`src/rtl/cache_config.svh`:
```
`ifndef CACHE_CONFIG_SVH
`define CACHE_CONFIG_SVH

// width of one processor word in bits.
`define DATA_WIDTH 32

// byte address width of the processor port and the bus.
`define ADDR_WIDTH 12

// total cache capacity in bytes.
`define CACHE_SIZE 256

// one line holds four words.
`define CACHE_LINE_SIZE 16

// cycles from a bus request to its done pulse.
`define MEM_LATENCY 4

`endif
```
`src/rtl/cache_pkg.sv`:
```
`include "cache_config.svh"

package cache_pkg;

    localparam int OFFSET_WIDTH   = $clog2(`CACHE_LINE_SIZE);
    localparam int INDEX_WIDTH    = $clog2(`CACHE_SIZE / `CACHE_LINE_SIZE);
    localparam int TAG_WIDTH      = `ADDR_WIDTH - INDEX_WIDTH - OFFSET_WIDTH;
    localparam int LINE_WIDTH     = `CACHE_LINE_SIZE * 8;
    localparam int WORD_SEL_WIDTH = $clog2(LINE_WIDTH / `DATA_WIDTH);

    typedef struct packed {
        logic                   re;
        logic                   we;
        logic [`ADDR_WIDTH-1:0] addr;
        logic [`DATA_WIDTH-1:0] wdata;
    } cpu_req_t;

    typedef struct packed {
        logic [`DATA_WIDTH-1:0] rdata;
        logic                   hit;
        logic                   busy;
    } cpu_rsp_t;

    // the address on the bus is always line aligned.
    typedef struct packed {
        logic                   en;
        logic                   we;
        logic [`ADDR_WIDTH-1:0] addr;
        logic [LINE_WIDTH-1:0]  data;
    } biu_req_t;

    typedef struct packed {
        logic                   done;
        logic                   busy;
        logic [LINE_WIDTH-1:0]  data;
    } biu_rsp_t;

    typedef struct packed {
        logic [TAG_WIDTH-1:0]    tag;
        logic [INDEX_WIDTH-1:0]  index;
        logic [OFFSET_WIDTH-1:0] offset;
    } addr_fields_t;

    typedef enum logic [1:0] {
        IDLE   = 2'b00,
        MISS   = 2'b01,
        VICTIM = 2'b10
    } ctrl_state_t;

endpackage

```
`src/rtl/cache_ctrl.sv`:
```
`timescale 1ns/1ps
`include "cache_config.svh"

module cache_ctrl (
    input  logic                clk,
    input  logic                n_rst,
    input  cache_pkg::cpu_req_t i_req,
    output cache_pkg::cpu_rsp_t o_rsp,
    output cache_pkg::biu_req_t o_biu_req,
    input  cache_pkg::biu_rsp_t i_biu_rsp
);

    import cache_pkg::*;

    ctrl_state_t              state_q;
    ctrl_state_t              state_d;
    addr_fields_t             req_addr;
    addr_fields_t             miss_addr;
    addr_fields_t             vaddr_q;
    logic [LINE_WIDTH-1:0]    vdata_q;
    logic [`DATA_WIDTH-1:0]   cache_rdata;
    logic [LINE_WIDTH-1:0]    cache_vdata;
    logic [TAG_WIDTH-1:0]     cache_tag;
    logic                     cache_hit;
    logic                     cache_dirty;
    logic                     cache_we;
    logic                     cache_fe;
    logic                     done_q;

    assign req_addr  = addr_fields_t'(i_req.addr);
    assign miss_addr = '{tag: req_addr.tag, index: req_addr.index, offset: '0};

    // done in VICTIM ends the write back and must not refill the line.
    assign cache_fe = i_biu_rsp.done && (state_q == MISS);
    assign cache_we = i_req.we && (state_q != VICTIM);

    // the old line is still in the array on the fill edge.
    always_ff @(posedge clk) begin
        if (cache_fe && cache_dirty) begin
            vdata_q <= cache_vdata;
            vaddr_q <= '{tag: cache_tag, index: req_addr.index, offset: '0};
        end
    end

    always_ff @(posedge clk, negedge n_rst) begin
        if (~n_rst) begin
            state_q <= IDLE;
            done_q  <= 1'b0;
        end else begin
            state_q <= state_d;
            done_q  <= i_biu_rsp.done;
        end
    end

    always_comb begin
        state_d = state_q;
        case (state_q)
            IDLE: begin
                if ((i_req.re || i_req.we) && !cache_hit) begin
                    state_d = MISS;
                end
            end
            MISS: begin
                if (i_biu_rsp.done) begin
                    state_d = cache_dirty ? VICTIM : IDLE;
                end
            end
            VICTIM: begin
                if (i_biu_rsp.done) begin
                    state_d = IDLE;
                end
            end
            default: state_d = IDLE;
        endcase
    end

    // enable drops for one cycle after every done.
    always_comb begin
        o_rsp.rdata    = cache_rdata;
        o_rsp.hit      = cache_hit;
        o_rsp.busy     = state_q != IDLE;
        o_biu_req.en   = (state_q != IDLE) && !done_q;
        o_biu_req.we   = state_q == VICTIM;
        o_biu_req.addr = (state_q == VICTIM) ? vaddr_q : miss_addr;
        o_biu_req.data = vdata_q;
    end

    cache_array u_array (
        .clk     (clk),
        .n_rst   (n_rst),
        .i_re    (i_req.re),
        .i_we    (cache_we),
        .i_fe    (cache_fe),
        .i_addr  (req_addr),
        .i_wdata (i_req.wdata),
        .i_fdata (i_biu_rsp.data),
        .o_hit   (cache_hit),
        .o_dirty (cache_dirty),
        .o_tag   (cache_tag),
        .o_vdata (cache_vdata),
        .o_rdata (cache_rdata)
    );

    // the memory is quiet whenever the controller is idle.
    a_bus_idle : assert property (
        @(posedge clk) disable iff (~n_rst)
        (state_q == IDLE) |-> !(i_biu_rsp.busy || i_biu_rsp.done)
    );

    // the done that ends VICTIM has to meet the write back still on the bus.
    a_victim_write : assert property (
        @(posedge clk) disable iff (~n_rst)
        (state_q == VICTIM && i_biu_rsp.done) |-> o_biu_req.en
    );

endmodule

```
`src/rtl/cache_array.sv`:
```
`timescale 1ns/1ps
`include "cache_config.svh"

module cache_array (
    input  logic                             clk,
    input  logic                             n_rst,
    input  logic                             i_re,
    input  logic                             i_we,
    input  logic                             i_fe,
    input  cache_pkg::addr_fields_t          i_addr,
    input  logic [`DATA_WIDTH-1:0]           i_wdata,
    input  logic [cache_pkg::LINE_WIDTH-1:0] i_fdata,
    output logic                             o_hit,
    output logic                             o_dirty,
    output logic [cache_pkg::TAG_WIDTH-1:0]  o_tag,
    output logic [cache_pkg::LINE_WIDTH-1:0] o_vdata,
    output logic [`DATA_WIDTH-1:0]           o_rdata
);

    import cache_pkg::*;

    localparam int LINES = 2**INDEX_WIDTH;
    localparam int WORDS = 2**WORD_SEL_WIDTH;

    logic [TAG_WIDTH-1:0]              tag_q  [LINES];
    logic [WORDS-1:0][`DATA_WIDTH-1:0] data_q [LINES];
    logic [LINES-1:0]                  valid_q;
    logic [LINES-1:0]                  dirty_q;
    logic [WORD_SEL_WIDTH-1:0]         word_sel;
    logic                              tag_match;
    logic                              write_hit;

    // the low offset bits select a byte inside the word and are ignored.
    assign word_sel  = i_addr.offset[OFFSET_WIDTH-1 -: WORD_SEL_WIDTH];
    assign tag_match = valid_q[i_addr.index] && (tag_q[i_addr.index] == i_addr.tag);
    assign o_hit     = (i_re || i_we) && tag_match;
    assign write_hit = i_we && o_hit;

    // the indexed entry is also what gets evicted on a miss.
    assign o_dirty = dirty_q[i_addr.index];
    assign o_tag   = tag_q[i_addr.index];
    assign o_vdata = data_q[i_addr.index];
    assign o_rdata = data_q[i_addr.index][word_sel];

    always_ff @(posedge clk, negedge n_rst) begin
        if (~n_rst) begin
            valid_q <= '0;
            dirty_q <= '0;
        end else if (i_fe) begin
            valid_q[i_addr.index] <= 1'b1;
            dirty_q[i_addr.index] <= 1'b0;
        end else if (write_hit) begin
            dirty_q[i_addr.index] <= 1'b1;
        end
    end

    always_ff @(posedge clk) begin
        if (i_fe) begin
            tag_q[i_addr.index]  <= i_addr.tag;
            data_q[i_addr.index] <= i_fdata;
        end else if (write_hit) begin
            data_q[i_addr.index][word_sel] <= i_wdata;
        end
    end

    // a fill only happens on a miss, so it can never meet a write hit.
    a_fill_write_excl : assert property (
        @(posedge clk) disable iff (~n_rst)
        i_fe |-> !write_hit
    );

endmodule

```
`config.mk`:
```
export PLATFORM = sky130hd
export DESIGN_NAME = cache_ctrl
export DESIGN_NICKNAME = d
export VERILOG_FILES = /design/src/rtl/cache_pkg.sv /design/src/rtl/cache_ctrl.sv /design/src/rtl/cache_array.sv
export VERILOG_INCLUDE_DIRS = /design/src /design/src/rtl
export SDC_FILE = /design/constraint.sdc
export NUM_CORES = 2
export LEC_CHECK = 0
export ABC_AREA = 1
export BUFFER_PORTS_ARGS = -buffer_cell sky130_fd_sc_hd__buf_2
export CAP_MARGIN = 20
export CORE_MARGIN = 2
export CORE_UTILIZATION = 32
export DETAILED_ROUTE_END_ITERATION = 8
export GPL_TIMING_DRIVEN = 0
export PLACE_DENSITY = 0.56
export SLEW_MARGIN = 15
export SYNTH_ARGS = -nofsm -noshare
export SYNTH_HDL_FRONTEND = slang
export SYNTH_SLANG_ARGS = --single-unit
```
`constraint.sdc`:
```
create_clock -name clk -period 17.8 [get_ports clk]
set_input_delay 3.56 -clock clk [delete_from_list [all_inputs] [get_ports clk]]
set_output_delay 3.56 -clock clk [all_outputs]
set_load 0.03 [all_outputs]
```
Word-level counts from Yosys, hierarchy flattened:

Memory sizes are Yosys's and may differ from the RTL's.
Cells that the tools add are included.

* bits in writable memories: 2112
* memories: 2
* register bits after elaboration: 171

* reductions and logical operators: 18
* muxes and demuxes: 151
* eq/ne operators: 7
* $lt $le $gt $ge: 4
* bitwise gates (word level): 132

Memories
* u_array.data_q: words 16, width 128, rd ports 1, clocked after memory_dff 0, write ports 1, line cache_array.sv:26 `` logic [WORDS-1:0][`DATA_WIDTH-1:0] data_q [LINES]; ``
* u_array.tag_q: words 16, width 4, rd ports 1, clocked after memory_dff 0, write ports 1, line cache_array.sv:25 `logic [TAG_WIDTH-1:0] tag_q [LINES];`

Operators by type and width (number)
* 1-bit two-way mux: 135
* 128-bit two-way mux: 1
* 1-bit bitwise OR: 128
* 32-bit binary-select mux with 2-bit select: 1
* 32-bit demux with 2-bit select: 1
* 32-bit two-way mux: 2
* 16-bit two-way mux: 2
* 16-bit bitwise OR: 2
* 16-bit AND: 1
* 16-bit inverter: 1
* 12-bit two-way mux: 1
* 1-bit logical AND: 10
* 1-bit binary-select mux with 4-bit select: 2
* 2-bit two-way mux: 4
* 2-bit inequality test (second input constant): 3
* 2-bit case mux with 3 select lines: 1
* 4-bit by 5-bit less-than comparator with 1-bit output (second input constant): 1
* 1-bit demux with 4-bit select: 1
* 4-bit == test: 1
* 4-bit by 1-bit greater-or-equal comparator with 1-bit output (second input constant): 1
* 2-bit nonzero test: 2
* 2-bit by 3-bit less-than comparator with 1-bit output (second input constant): 1
* 3-bit AND reduction: 1
* 2-bit by 1-bit == test with 1-bit output (second input constant): 1
* 6 further kinds: 8

Depth between registers and ports, before layout:

* depth after elaboration: 9
* mapped depth: 18
* depth with buffers taken out: 16

Hierarchy:

From an unflattened synthesis, not the netlist that was laid out.

* cells, all modules: 5867
* area, all modules: 87528.9 µm²

Modules (own cells, without submodules)
* cache_array: area an instance 83134.7 µm², times used 1, cells each 5676
* cache_ctrl: area an instance 4394.2 µm², times used 1, cells each 191

Worst setup path before layout:

OpenSTA, ideal clock, no wires.

* path kind: input-to-reg
* start point: in i_req[36] in the netlist's numbering
* end point: reg state_q[1]
* slack: 5194 ps
* setup time: 122 ps
* stages on the path: 8
* data arrival time: 12484 ps
* required time: 17678 ps
* path buffers: 2
* cells stage by stage: buf_4 > nor2_1 > clkbuf_1 > a22oi_1 > nand2_1 > nand2_1 > a41oi_1 > o21bai_1

* longest elaborated chain between the ends: 8
* elaborated cells on any way between the ends: 15
* those cells by class: 2 x eq/ne; 7 x mux; 5 x reduce/logical; 1 x memory

Ends and longest elaborated chain
* start: declaration: line cache_ctrl.sv:7 `input cache_pkg::cpu_req_t i_req,`
* memory 16 x 4 bit or 1-bit binary-select mux with 4-bit select (tied branches)
* 4-bit == test or 1-bit two-way mux (tied branches): line cache_array.sv:35 `assign tag_match = valid_q[i_addr.index] && (tag_q[i_addr.index] == i_addr.tag);`
* 1-bit logical AND: line cache_array.sv:35
* 1-bit logical AND: line cache_array.sv:36 `assign o_hit = (i_re || i_we) && tag_match;`
* 1-bit zero test: line cache_ctrl.sv:59 `if ((i_req.re || i_req.we) && !cache_hit) begin`
* 1-bit logical AND: line cache_ctrl.sv:59
* 2-bit inequality test (no source line)
* 3-bit AND reduction (no source line)
* end signal: assignment: line cache_ctrl.sv:50 `state_q <= state_d;`
* end: declaration: line cache_ctrl.sv:15 `ctrl_state_t state_q;`

Parallel ways exist; a longest one is shown, timed or not. The select of a mux whose other input is x is not followed.
A chain may end at the register's enable or synchronous reset.

==> flow_metrics.tcl <==
set metrics [dict create \
    status "finished, final reports clean" \
    io_buffers 346 \
    avgSynthCellArea_um2 14.6 \
    dieWidth_um 525 \
    power_frac_clock_pct 41.7 \
    drive_gt1_share_pct 14.7 \
    synth_cells 5945 \
    required_ns 14.24 \
    powerDensity_nw_per_um2 114 \
    cts_sinks 2283 \
    post_cts_resized 0 \
    clk_path_buf_depth 3 \
    internal_power_mw 9.10 \
    cp_max_fo 10 \
    mappedNetlistArea_um2 87000 \
    hold_buffers 0 \
    wl_mm 367 \
    yosysWarningCount 0 \
    fin_tns_setup_ns 0 \
    pwr-share-comb_pct 8.7 \
    drc 0 \
    power_leakage_nw 36.5 \
    wire_per_inst_um 34.8 \
    hpwl_mm 265 \
    fillers 25000 \
    grt_max_degree 36 \
    p_sw_mw 3.04 \
    arrival_ns 8.44 \
    fin_crit_ns 12.00 \
    p_seq_share_pct 49.6 \
    clk_pin_slew_ns 0.06 \
    cap_violations 0 \
    skew_ns 0.0621 \
    met3_usage_pct 10.2 \
    yosysUniqueCellTypes 23 \
    worstSkewPairLatency_ns 0.91 \
    drtPass1Iterations 8 \
    drt_iter0_markers 9507 \
    ir_drop_v 0.000103 \
    synth_seq_cells 2283 \
    grt_pass1_wl_mm 484 \
    ios 354 \
    worst_pin_slew_ns 1.25 \
    grt.total_usage_pct 25.7 \
    root_buffer "clkbuf_16" \
    cp-end-kind "primary output" \
    die_h_um 525 \
    dieArea_um2 276000 \
    gr-total-overflow 0 \
    finalCritPeriodShare_pct 67.4 \
    area_growth_pct 22.3 \
    relSlewSlack_pct 16.6 \
    p_sw_share_pct 25.0 \
    grt_use_met2_pct 36.2 \
    globalplace.congestion 0.981 \
    finalSetupViolCount 0 \
    drtAntennaViolNets 0 \
    grtUsageMet1_pct 31.9 \
    fmax_ghz 0.0834 \
    htreeDepth 4 \
    hp-class "register to register" \
    grt_pass1_vias 56000 \
    start_util_pct 32.2 \
    finalHoldViolCount 0 \
    rows 191 \
    cts_setup_buffers 0 \
    slew_viol_final 0 \
    post_dp_cell_area_um2 98400 \
    rsz0062_at_grt "no" \
    via_per_inst 5.77 \
    top_usage_layer "met2" \
    ff_latch_area_um2 68400 \
    critPathKind "primary input to primary output" \
    multiInputGateArea_um2 17500 \
    cts_tree "done" \
    cts_buffers 232 \
    design_area_um2 106000 \
    via_count 60800 \
    core_um2 271000 \
    antenna_found_initial 62 \
    fin_nets 6891 \
    synth_seq_area_share_pct 78.6 \
    start_kind "primary input" \
]
[registers in the layout, indices dropped and copies added, names as in the netlist, named ones only]
register         flops
u_array.data_q    2048
u_array.tag_q       64
state_q              2
vdata_q            128
u_array.valid_q     16
vaddr_q              8
done_q               1
[power groups by stage]
stage	Combinational [mW]	Clock, mW	Sequential, mW
finish	1.06	5.06	6.02
floorplan	0.408	0	6.14
global route	1.07	5.28	6.02
global placement	0.922	0	6.15
CTS	1.00	5.08	6.02
detailed placement	1.00	0	6.14
[per-layer routing]
layer / vias up / part of all wire [%]
li1: 24400 / -
met1: 30700 / 36
met3: 971 / 14
met5: - / 0.056
met2: 4788 / 42
met4: 30 / 8.3
[cells in the mapped netlist]
| master | n | area (um^2) |
|---|---|---|
| a21oi_1 | 64 | 320 |
| a22oi_1 | 1032 | 7750 |
| a41oi_1 | 1 | 8.76 |
| buf_1 | 20 | 75.1 |
| buf_2 | 23 | 115 |
| buf_4 | 17 | 128 |
| clkbuf_1 | 332 | 1250 |
| clkinv_1 | 1 | 3.75 |
| conb_1 | 1 | 3.75 |
| dfrtp_1 | 35 | 876 |
| edfxtp_1 | 2248 | 67500 |
| inv_1 | 67 | 251 |
| inv_2 | 6 | 22.5 |
| nand2_1 | 1699 | 6380 |
| nand3_1 | 7 | 35.0 |
| nand4_1 | 229 | 1430 |
| nor2_1 | 69 | 259 |
| nor2_2 | 4 | 25.0 |
| o2111ai_1 | 32 | 280 |
| o21ai_0 | 45 | 225 |
| o21ai_1 | 9 | 45.0 |
| o21bai_1 | 1 | 7.51 |
| or2_2 | 3 | 18.8 |
[worst max-delay path: stages]
cell       delay, ns
buf_2           0.15
buf_2           0.22
nor2_2          0.76
clkbuf_1        0.98
clkbuf_1        0.67
a22oi_1         0.16
nand2_1         0.12
nand2_1         0.05
nand4_1         0.51
nand2_1         0.37
o2111ai_1       0.50
buf_2           0.34
[layout by cell type (no fill, tap or decap), types with 35 or more instances in the layout]
cell       Yosys  routed
a21oi_4        0      64
a22oi_1     1032    1032
buf_16         0     126
buf_2         23     369
clkbuf_1     332     356
clkbuf_16      0     234
clkinv_1       1      44
clkinv_2       0      43
dfrtp_1       35      35
diode_2        0      50
edfxtp_1    2248    2248
inv_1         67      67
nand2_1     1699    1699
nand4_1      229     229
nor2_1        69      68
o21ai_0       45      45
[through the flow]
step           power (mW)  hold WS [ns]  util [%]  setup slack [ns]  instances
2_1_floorplan        6.55         0.427         -              5.19       5948
3_3_place_gp         7.07         0.439      34.5             -1.78       9864
3_5_place_dp         7.14         0.445      36.4              5.99      10000
4_1_cts              12.1         0.459      39.3              5.99      10500
5_1_grt              12.4         0.490      39.3              5.86      10500
6_report             12.1         0.458      39.3              5.80      10500
[logic make-up after synthesis]
group                  count (synthesis)  synth area share (%)
AND/OR/NAND/NOR                     2011                  9.36
flip-flops                          2283                  78.6
buffers and inverters                466                  2.12
other                                  1               0.00431
AO/OA/AOI/OAI                       1184                  9.92
[layout make-up]
cell class                      count  share of cell area, %
Timing Repair Buffer              531                   5.79
Tap cell                         3570                   4.20
Buffer                            392                   1.49
Clock inverter                    155                   1.69
Multi-Input combinational cell   3199                   16.5
Clock buffer                      281                   5.71
Antenna cell                       50                  0.118
Sequential cell                  2283                   64.3
Inverter                           74                  0.261
[worst paths after layout]
path	slack, ns	cells past startpoint	end	start
max	5.80	12	o_rsp[20]	i_req[37]
min	0.46	2	u_array.valid_q[6]	u_array.valid_q[6]
max reg2reg	12.81	16	u_array.data_q[3][70]	state_q[1]
min reg2reg	0.46	2	u_array.valid_q[6]	u_array.valid_q[6]
max in group asynchronous	14.39	1	async pin	n_rst
min in group asynchronous	2.79	1	state_q[1]	n_rst
No activity file was read; power rests on OpenSTA's default activity.
